**src/rtl/board_pkg.sv**
```systemverilog
/*
 * Board pad ring definitions: pad widths, UART pin mapping,
 * LED mapping and the peripheral reset sequencer states
 */
`default_nettype none

package board_pkg;

  // ====================================================================
  // Pad widths
  // ====================================================================
  localparam int GPIO_WIDTH = 32;
  localparam int QSPI_WIDTH = 4;
  localparam int LED_WIDTH  = 8;

  typedef logic [GPIO_WIDTH-1:0] gpio_word_t;
  typedef logic [QSPI_WIDTH-1:0] qspi_dq_t;
  typedef logic [LED_WIDTH-1:0]  led_t;

  // ====================================================================
  // Pin mapping
  // ====================================================================
  // UART receive pin feeds this GPIO input
  localparam int UART_RX_BIT = 16;
  // UART transmit pin follows this GPIO output
  localparam int UART_TX_BIT = 17;

  // Low GPIO bits shown on the LEDs
  localparam int LED_GPIO_COUNT = 4;
  // Power indicator
  localparam int LED_ALWAYS_ON  = 7;

  // Peripheral reset sequencer
  typedef enum logic [1:0] {
    RST_HOLD = 2'd0,
    RST_WAIT = 2'd1,
    RST_RUN  = 2'd2
  } rst_state_t;

endpackage

`default_nettype wire

```
**src/rtl/slow_tick_gen.sv**
```systemverilog
/*
 * Always-on slow tick: one-cycle enable strobe every DIV_RATIO core cycles
 */
`timescale 1ns/1ps
`default_nettype none

module slow_tick_gen #(
  parameter int DIV_RATIO = 256
) (
  input  logic clk_i,
  input  logic rst_i,
  input  logic pll_locked_i,
  output logic lf_tick_o
);

  localparam int CNT_W = (DIV_RATIO > 1) ? $clog2(DIV_RATIO) : 1;

  logic [CNT_W-1:0] cnt_q;
  logic             wrap;

  assign wrap = (cnt_q == CNT_W'(DIV_RATIO - 1));

  // Counter runs only once the PLL has locked
  always_ff @(posedge clk_i) begin
    if (rst_i || !pll_locked_i) begin
      cnt_q     <= '0;
      lf_tick_o <= 1'b0;
    end else begin
      lf_tick_o <= wrap;
      if (wrap) begin
        cnt_q <= '0;
      end else begin
        cnt_q <= cnt_q + 1'b1;
      end
    end
  end

  // Strobe is a single cycle wide
  a_tick_single : assert property (
    @(posedge clk_i) disable iff (rst_i)
    lf_tick_o |=> !lf_tick_o
  );

endmodule

`default_nettype wire

```
**src/rtl/reset_sequencer.sv**
```systemverilog
/*
 * Peripheral reset sequencer: holds reset on key press or PLL unlock,
 * releases it HOLD_TICKS slow ticks after both clear
 */
`timescale 1ns/1ps
`default_nettype none

module reset_sequencer #(
  parameter int HOLD_TICKS = 4
) (
  input  logic clk_i,
  input  logic rst_i,
  input  logic ext_rst_n_i,
  input  logic pll_locked_i,
  input  logic lf_tick_i,
  output logic periph_rst_o
);

  localparam int TICK_W = $clog2(HOLD_TICKS + 1);

  logic [1:0]          key_sync_q;
  logic [1:0]          lock_sync_q;
  logic                key_ok;
  logic                lock_ok;
  logic                fault;
  logic [TICK_W-1:0]   tick_cnt_q;
  logic                last_tick;

  board_pkg::rst_state_t state_q;
  board_pkg::rst_state_t state_d;

  // ====================================================================
  // Input synchronisers
  // ====================================================================
  // Cleared to the fault level so reset stays asserted
  always_ff @(posedge clk_i) begin
    if (rst_i) begin
      key_sync_q  <= '0;
      lock_sync_q <= '0;
    end else begin
      key_sync_q  <= {key_sync_q[0], ext_rst_n_i};
      lock_sync_q <= {lock_sync_q[0], pll_locked_i};
    end
  end

  assign key_ok  = key_sync_q[1];
  assign lock_ok = lock_sync_q[1];
  assign fault   = !key_ok || !lock_ok;

  // ====================================================================
  // Release FSM
  // ====================================================================
  assign last_tick = lf_tick_i && (tick_cnt_q == TICK_W'(HOLD_TICKS - 1));

  always_comb begin
    state_d = state_q;
    unique case (state_q)
      board_pkg::RST_HOLD: begin
        if (!fault) begin
          state_d = board_pkg::RST_WAIT;
        end
      end
      board_pkg::RST_WAIT: begin
        if (fault) begin
          state_d = board_pkg::RST_HOLD;
        end else if (last_tick) begin
          state_d = board_pkg::RST_RUN;
        end
      end
      board_pkg::RST_RUN: begin
        if (fault) begin
          state_d = board_pkg::RST_HOLD;
        end
      end
      default: state_d = board_pkg::RST_HOLD;
    endcase
  end

  always_ff @(posedge clk_i) begin
    if (rst_i) begin
      state_q <= board_pkg::RST_HOLD;
    end else begin
      state_q <= state_d;
    end
  end

  // Slow ticks seen while waiting
  always_ff @(posedge clk_i) begin
    if (rst_i || state_q != board_pkg::RST_WAIT) begin
      tick_cnt_q <= '0;
    end else if (lf_tick_i) begin
      tick_cnt_q <= tick_cnt_q + 1'b1;
    end
  end

  assign periph_rst_o = (state_q != board_pkg::RST_RUN);

  // Losing lock always drops back out of run
  a_no_run_unlocked : assert property (
    @(posedge clk_i) disable iff (rst_i)
    !lock_ok |=> (state_q != board_pkg::RST_RUN)
  );

endmodule

`default_nettype wire

```
**src/rtl/gpio_pad_bank.sv**
```systemverilog
/*
 * GPIO pad bank: output and input gating, UART pin routing, LEDs
 */
`timescale 1ns/1ps
`default_nettype none

module gpio_pad_bank (
  input  logic                 clk_i,
  input  logic                 rst_i,
  input  board_pkg::gpio_word_t soc_gpio_oval_i,
  input  board_pkg::gpio_word_t soc_gpio_oe_i,
  input  board_pkg::gpio_word_t soc_gpio_ie_i,
  input  board_pkg::gpio_word_t gpio_pad_i,
  input  logic                 uart_rx_i,
  output board_pkg::gpio_word_t soc_gpio_ival_o,
  output board_pkg::gpio_word_t gpio_pad_o,
  output board_pkg::gpio_word_t gpio_pad_oe_o,
  output logic                 uart_tx_o,
  output board_pkg::led_t      led_o
);

  board_pkg::gpio_word_t pad_word;
  board_pkg::gpio_word_t sync1_q;
  board_pkg::gpio_word_t sync2_q;
  board_pkg::gpio_word_t driven;

  // ====================================================================
  // Output side
  // ====================================================================
  assign gpio_pad_o    = soc_gpio_oval_i;
  assign gpio_pad_oe_o = soc_gpio_oe_i;

  // Value actually driven onto each pad
  assign driven    = soc_gpio_oval_i & soc_gpio_oe_i;
  assign uart_tx_o = driven[board_pkg::UART_TX_BIT];

  always_comb begin
    led_o = '0;
    led_o[board_pkg::LED_GPIO_COUNT-1:0] = driven[board_pkg::LED_GPIO_COUNT-1:0];
    led_o[board_pkg::LED_ALWAYS_ON] = 1'b1;
  end

  // ====================================================================
  // Input side
  // ====================================================================
  // UART receive replaces the shared pad
  always_comb begin
    pad_word = gpio_pad_i;
    pad_word[board_pkg::UART_RX_BIT] = uart_rx_i;
  end

  always_ff @(posedge clk_i) begin
    if (rst_i) begin
      sync1_q <= '0;
      sync2_q <= '0;
    end else begin
      sync1_q <= pad_word;
      sync2_q <= sync1_q;
    end
  end

  // Enables gate the synchronised value directly
  assign soc_gpio_ival_o = sync2_q & soc_gpio_ie_i;

  a_tx_needs_oe : assert property (
    @(posedge clk_i) disable iff (rst_i)
    uart_tx_o |-> soc_gpio_oe_i[board_pkg::UART_TX_BIT]
  );

endmodule

`default_nettype wire

```
**src/rtl/riscv_board_pads.sv**
```systemverilog
/*
 * RISC-V board pad ring: slow tick, reset sequencing, GPIO bank,
 * QSPI and JTAG pads
 */
`timescale 1ns/1ps
`default_nettype none

module riscv_board_pads #(
  parameter int DIV_RATIO  = 256,
  parameter int HOLD_TICKS = 4
) (
  input  logic                  clk_i,
  input  logic                  rst_i,
  input  logic                  ext_rst_n_i,
  input  logic                  pll_locked_i,
  output logic                  lf_tick_o,
  output logic                  aon_erst_n_o,

  // GPIO
  input  board_pkg::gpio_word_t soc_gpio_oval_i,
  input  board_pkg::gpio_word_t soc_gpio_oe_i,
  input  board_pkg::gpio_word_t soc_gpio_ie_i,
  input  board_pkg::gpio_word_t gpio_pad_i,
  input  logic                  uart_rx_i,
  output board_pkg::gpio_word_t soc_gpio_ival_o,
  output board_pkg::gpio_word_t gpio_pad_o,
  output board_pkg::gpio_word_t gpio_pad_oe_o,
  output logic                  uart_tx_o,
  output board_pkg::led_t       led_o,

  // QSPI
  input  logic                  soc_qspi_sck_i,
  input  logic                  soc_qspi_cs_i,
  input  board_pkg::qspi_dq_t   soc_qspi_dq_oval_i,
  input  board_pkg::qspi_dq_t   soc_qspi_dq_oe_i,
  input  board_pkg::qspi_dq_t   qspi_dq_i,
  output logic                  qspi_sck_o,
  output logic                  qspi_cs_o,
  output board_pkg::qspi_dq_t   qspi_dq_o,
  output board_pkg::qspi_dq_t   qspi_dq_oe_o,
  output board_pkg::qspi_dq_t   soc_qspi_dq_o,

  // JTAG
  input  logic                  jtag_tck_i,
  input  logic                  jtag_tms_i,
  input  logic                  jtag_tdi_i,
  input  logic                  soc_jtag_tdo_i,
  input  logic                  soc_jtag_tdo_oe_i,
  output logic                  soc_jtag_tck_o,
  output logic                  soc_jtag_tms_o,
  output logic                  soc_jtag_tdi_o,
  output logic                  jtag_tdo_o,
  output logic                  jtag_tdo_oe_o
);

  logic lf_tick;
  logic periph_rst;

  // ====================================================================
  // Clock enable and reset
  // ====================================================================
  slow_tick_gen #(
    .DIV_RATIO(DIV_RATIO)
  ) u_slow_tick (
    .clk_i       (clk_i),
    .rst_i       (rst_i),
    .pll_locked_i(pll_locked_i),
    .lf_tick_o   (lf_tick)
  );

  reset_sequencer #(
    .HOLD_TICKS(HOLD_TICKS)
  ) u_rst_seq (
    .clk_i       (clk_i),
    .rst_i       (rst_i),
    .ext_rst_n_i (ext_rst_n_i),
    .pll_locked_i(pll_locked_i),
    .lf_tick_i   (lf_tick),
    .periph_rst_o(periph_rst)
  );

  assign lf_tick_o    = lf_tick;
  // SoC always-on reset is active low
  assign aon_erst_n_o = ~periph_rst;

  // ====================================================================
  // GPIO
  // ====================================================================
  gpio_pad_bank u_gpio (
    .clk_i          (clk_i),
    .rst_i          (rst_i),
    .soc_gpio_oval_i(soc_gpio_oval_i),
    .soc_gpio_oe_i  (soc_gpio_oe_i),
    .soc_gpio_ie_i  (soc_gpio_ie_i),
    .gpio_pad_i     (gpio_pad_i),
    .uart_rx_i      (uart_rx_i),
    .soc_gpio_ival_o(soc_gpio_ival_o),
    .gpio_pad_o     (gpio_pad_o),
    .gpio_pad_oe_o  (gpio_pad_oe_o),
    .uart_tx_o      (uart_tx_o),
    .led_o          (led_o)
  );

  // ====================================================================
  // QSPI and JTAG pads
  // ====================================================================
  assign qspi_sck_o    = soc_qspi_sck_i;
  assign qspi_cs_o     = soc_qspi_cs_i;
  assign qspi_dq_o     = soc_qspi_dq_oval_i;
  assign qspi_dq_oe_o  = soc_qspi_dq_oe_i;
  assign soc_qspi_dq_o = qspi_dq_i;

  assign soc_jtag_tck_o = jtag_tck_i;
  assign soc_jtag_tms_o = jtag_tms_i;
  assign soc_jtag_tdi_o = jtag_tdi_i;
  // TDO tristate split into value and enable
  assign jtag_tdo_o     = soc_jtag_tdo_i;
  assign jtag_tdo_oe_o  = soc_jtag_tdo_oe_i;

endmodule

`default_nettype wire

```
**config.mk**
```make
export PLATFORM = sky130hd
export DESIGN_NAME = riscv_board_pads
export DESIGN_NICKNAME = d
export VERILOG_FILES = /design/src/rtl/board_pkg.sv /design/src/rtl/slow_tick_gen.sv /design/src/rtl/reset_sequencer.sv /design/src/rtl/gpio_pad_bank.sv /design/src/rtl/riscv_board_pads.sv
export SDC_FILE = /design/constraint.sdc
export NUM_CORES = 1
export LEC_CHECK = 0
export ABC_AREA = 1
export BUFFER_PORTS_ARGS = -buffer_cell sky130_fd_sc_hd__buf_2
export CAP_MARGIN = 20
export CORE_AREA = 5 5 104 106
export DETAILED_ROUTE_END_ITERATION = 8
export DIE_AREA = 0 0 109 111
export GPL_ROUTABILITY_DRIVEN = 0
export PLACE_DENSITY_LB_ADDON = 0.05
export SETUP_SLACK_MARGIN = 0.1
export SLEW_MARGIN = 20
export SYNTH_ARGS = -nofsm -noshare
export SYNTH_HDL_FRONTEND = slang
export SYNTH_SLANG_ARGS = --single-unit
```
**constraint.sdc**
```tcl
create_clock -name clk_i -period 1.3 [get_ports clk_i]
set_input_delay 0.195 -clock clk_i [delete_from_list [all_inputs] [get_ports clk_i]]
set_output_delay 0.195 -clock clk_i [all_outputs]
set_load 0.05 [all_outputs]
```
==> flow_summary_export.csv <==
group,metric,value,unit
sta,fin_worst_skew,6.60,ps
yosys,synth_seq_area_share,46.7,%
route,routed_wl,8190,um
worst_setup_path,critical_path_required,1110,ps
grt,grt_use_met2,23.7,%
worst_setup_path,crit_chain,"inv_2 -> nand2_2 -> inv_2 -> buf_8",
sta,fin_crit_sh,89.9,%
grt,use_met3,9.61,%
worst_setup_path,crit_family,"flip-flops",
worst_setup_path,path_class,"reg -> out",
route,routed-via-count,2418,
place,preCtsSetupSlack,148,ps
route,drtIter0Drc,70,
run,drv_cap,0,
yosys,synth_common_cells,"117 x inv_1, 87 x buf_4, 82 x dfxtp_1, 76 x nor2_1, 53 x nand2_1",
floorplanning,fp.dieH,111,um
route,drt-wirelength-per-cell,12.8,um
sta,fmax,855,MHz
worst_setup_path,r2r_cells,5,
cells_and_area,nNetsFinal,659,
clock_network,clockBufferDepth,2,
min_path,hp-class,"in -> reg",
grt,first_global_vias,2379,
clock_network,hold_buffers,0,
power,vdd_drop_max,0.687,mV
grt,top_usage_layer,"met2",
sta,grt_setup_unrepaired,"true",
outcome,status,"complete, no violations",
yosys,synth_area_leader_cell,"dfxtp_1",
grt,grt-ovfl-total,0,
clock_network,cts_made_buffers,9,
sta,setup-violations-final,0,
yosys,synth_cells,457,
cells_and_area,area_delta_synth_final,15.7,%
worst_setup_path,slowest_delay,330,ps
power,leakagePower,2.30,nW
worst_setup_path,critical_path.startpoint,"u_rst_seq.state_q[0]",
floorplanning,start_util,36.3,%
power,pwr_density_cell,1290,nW/um^2
clock_network,clk_pin_slew,80,ps
grt,grt_max_degree,46,
yosys,synth_area_leaders,"dfxtp_1 47%, buf_4 19%, inv_1 12%, nor2_1 8.1%, nand2_1 5.7%",
grt,antenna_found_initial,1,
yosys,syn_avg_cell_area,7.69,sq um
yosys,synth-seq-cells,82,
yosys,synth_flop_cell,"dfxtp_1",
sta,fin_tns_setup,0,ps
cells_and_area,multi_input_area,731,sq um
place,postPlaceCellArea,3630,sq um
yosys,syn_area,3510,sq um
sta,fin_ws,131,ps
worst_setup_path,cpMaxStageDelayCell,"dfxtp_2",
place,portBuffers,126,
yosys,ys_warn_count,0,
cells_and_area,fin_util,42.0,%
clock_network,clkSinkCount,82,
grt,grt_first_pass_wirelength,12300,um
floorplanning,die_area,12100,sq um
sta,hold_viol_final,0,
worst_setup_path,crit_path_max_fanout,2,
floorplanning,boundaryPins,278,
floorplanning,coreArea,9680,sq um
cells_and_area,diodes,0,
min_path,hold_depth,3,
clock_network,clock_latency,340,ps
grt,grt_use_total,13.4,%
worst_setup_path,crit_cells,4,
floorplanning,die_w,109,um
floorplanning,rows,36,
cells_and_area,final_area,4070,sq um
route,viasPerCell,3.77,
place,dp_hpwl,6650,um
sta,period_minus_slack,1170,ps
worst_setup_path,cpMostUsedCell,"inv_2",
sta,hold_ws,52.2,ps
worst_setup_path,arrival,970,ps
worst_setup_path,endpoint_kind,"output port",
route,final_antenna_net_count,0,
worst_setup_path,crit_path_start_kind,"flip-flop",
yosys,yosysUniqueCellTypes,20,
cells_and_area,ff_latch_area,1660,sq um
clock_network,cts.htree.levels,3,
route,first_pass_iters,4,
clock_network,cts_root_buf,"clkbuf_8",
route,drc,0,
worst_setup_path,path_buf_inv,3,
cells_and_area,nFillCells,1021,
clock_network,tritoncts,"built",
worst_setup_path,rr_startpoint,"u_rst_seq.tick_cnt_q[0]",
min_path,worstHoldStart,"gpio_pad_i[13]",
yosys,synth-edff-count,0,
yosys,yosysMostFrequentCell,"inv_1",
sta,slew_violations,0,
grt,grtUsageMet1,12.1,%
yosys,yosys.area.top_type_share,46.7,%
cells_and_area,drive_above_1_share,34.8,%
yosys,async_flop_share,0,%
==> layer usage <==
metal	routed length [um]	vias to the layer above	share of wire [%]
met5	7	-	0.086
li1	-	1270	-
met4	85	2	1.0
met1	2660	995	32
met2	4180	140	51
met3	1260	11	15
==> final cells by class <==
type	count	area share (%)
Clock inverter	4	1.85
Timing Repair Buffer	129	20.7
Sequential cell	82	40.8
Clock buffer	11	3.72
Tap cell	133	4.09
Inverter	118	10.9
Multi-Input combinational cell	164	18.0
==> placed cells by master (no fill, tap or decap), drive strengths merged <==
cell,Yosys,layout
o21ai,2,2
clkinvlp,0,2
clkbuf,0,11
conb,2,4
nor3b,1,1
ha,3,3
buf,95,129
a21oi,5,5
nor3,1,1
nand2,56,56
nand3,8,8
bufinv,0,2
xnor2,3,3
dfxtp,82,82
nor2,81,81
inv,118,118
==> per-stage QoR <==
| step | cells | power (mW) |
|---|---|---|
| after floorplan | 459 | 3.69 |
| after global placement | 625 | 3.24 |
| after detailed placement | 625 | 3.25 |
| after CTS | 640 | 5.34 |
| after global routing | 641 | 5.53 |
| final | 641 | 5.25 |
==> path summary, 6_finish.rpt <==
path	to	slack, ps
worst min-delay path	u_gpio.sync1_q[13]	50
worst max-delay path	aon_erst_n_o	130
worst min register to register	u_gpio.sync2_q[24]	390
worst max register to register	u_rst_seq.tick_cnt_q[2]	180
==> sequential cells by signal, indices dropped and copies added (netlist names) <==
name                   count
u_rst_seq.tick_cnt_q       3
u_rst_seq.state_q          2
u_rst_seq.lock_sync_q      2
u_gpio.sync2_q            32
u_slow_tick.cnt_q          8
u_rst_seq.key_sync_q       2
u_gpio.sync1_q            32
u_slow_tick.lf_tick_o      1
==> what timing repair did <==
action / 4_1_cts / 5_1_grt
pin swaps: 0 / 1
buffers inserted: 0 / 1
setup endpoints to repair: 32 / 32
gates resized for setup: 36 / 47
==> where the power goes <==
| part | switching, mW | total, mW | leakage, nW | internal, mW |
|---|---|---|---|---|
| combinational | 0.374 | 0.578 | 1.51 | 0.204 |
| clock | 0.851 | 2.03 | 0.108 | 1.18 |
| sequential | 0.0273 | 2.64 | 0.682 | 2.61 |
| total | 1.25 | 5.25 | 2.30 | 3.99 |
==> cell families (layout without fill, tap and decap cells) <==
kind of cell	count (synthesis)	after routing	share of synthesized area, %
buffers and inverters	213	262	32.9
AND/OR/NAND/NOR	147	147	17.4
flip-flops	82	82	46.7
AO/OA/AOI/OAI	7	7	0.997
adder cells (fa/ha/maj)	3	3	1.07
XOR/XNOR	3	3	0.748
other	2	4	0.214
==> worst min-delay path, delay by kind of cell <==
| kind | cells | cell delay, ps |
|---|---|---|
| simple gates | 1 | 60 |
| buf+inv | 2 | 100 |
Note: power is estimated with default switching activity, not from simulation.
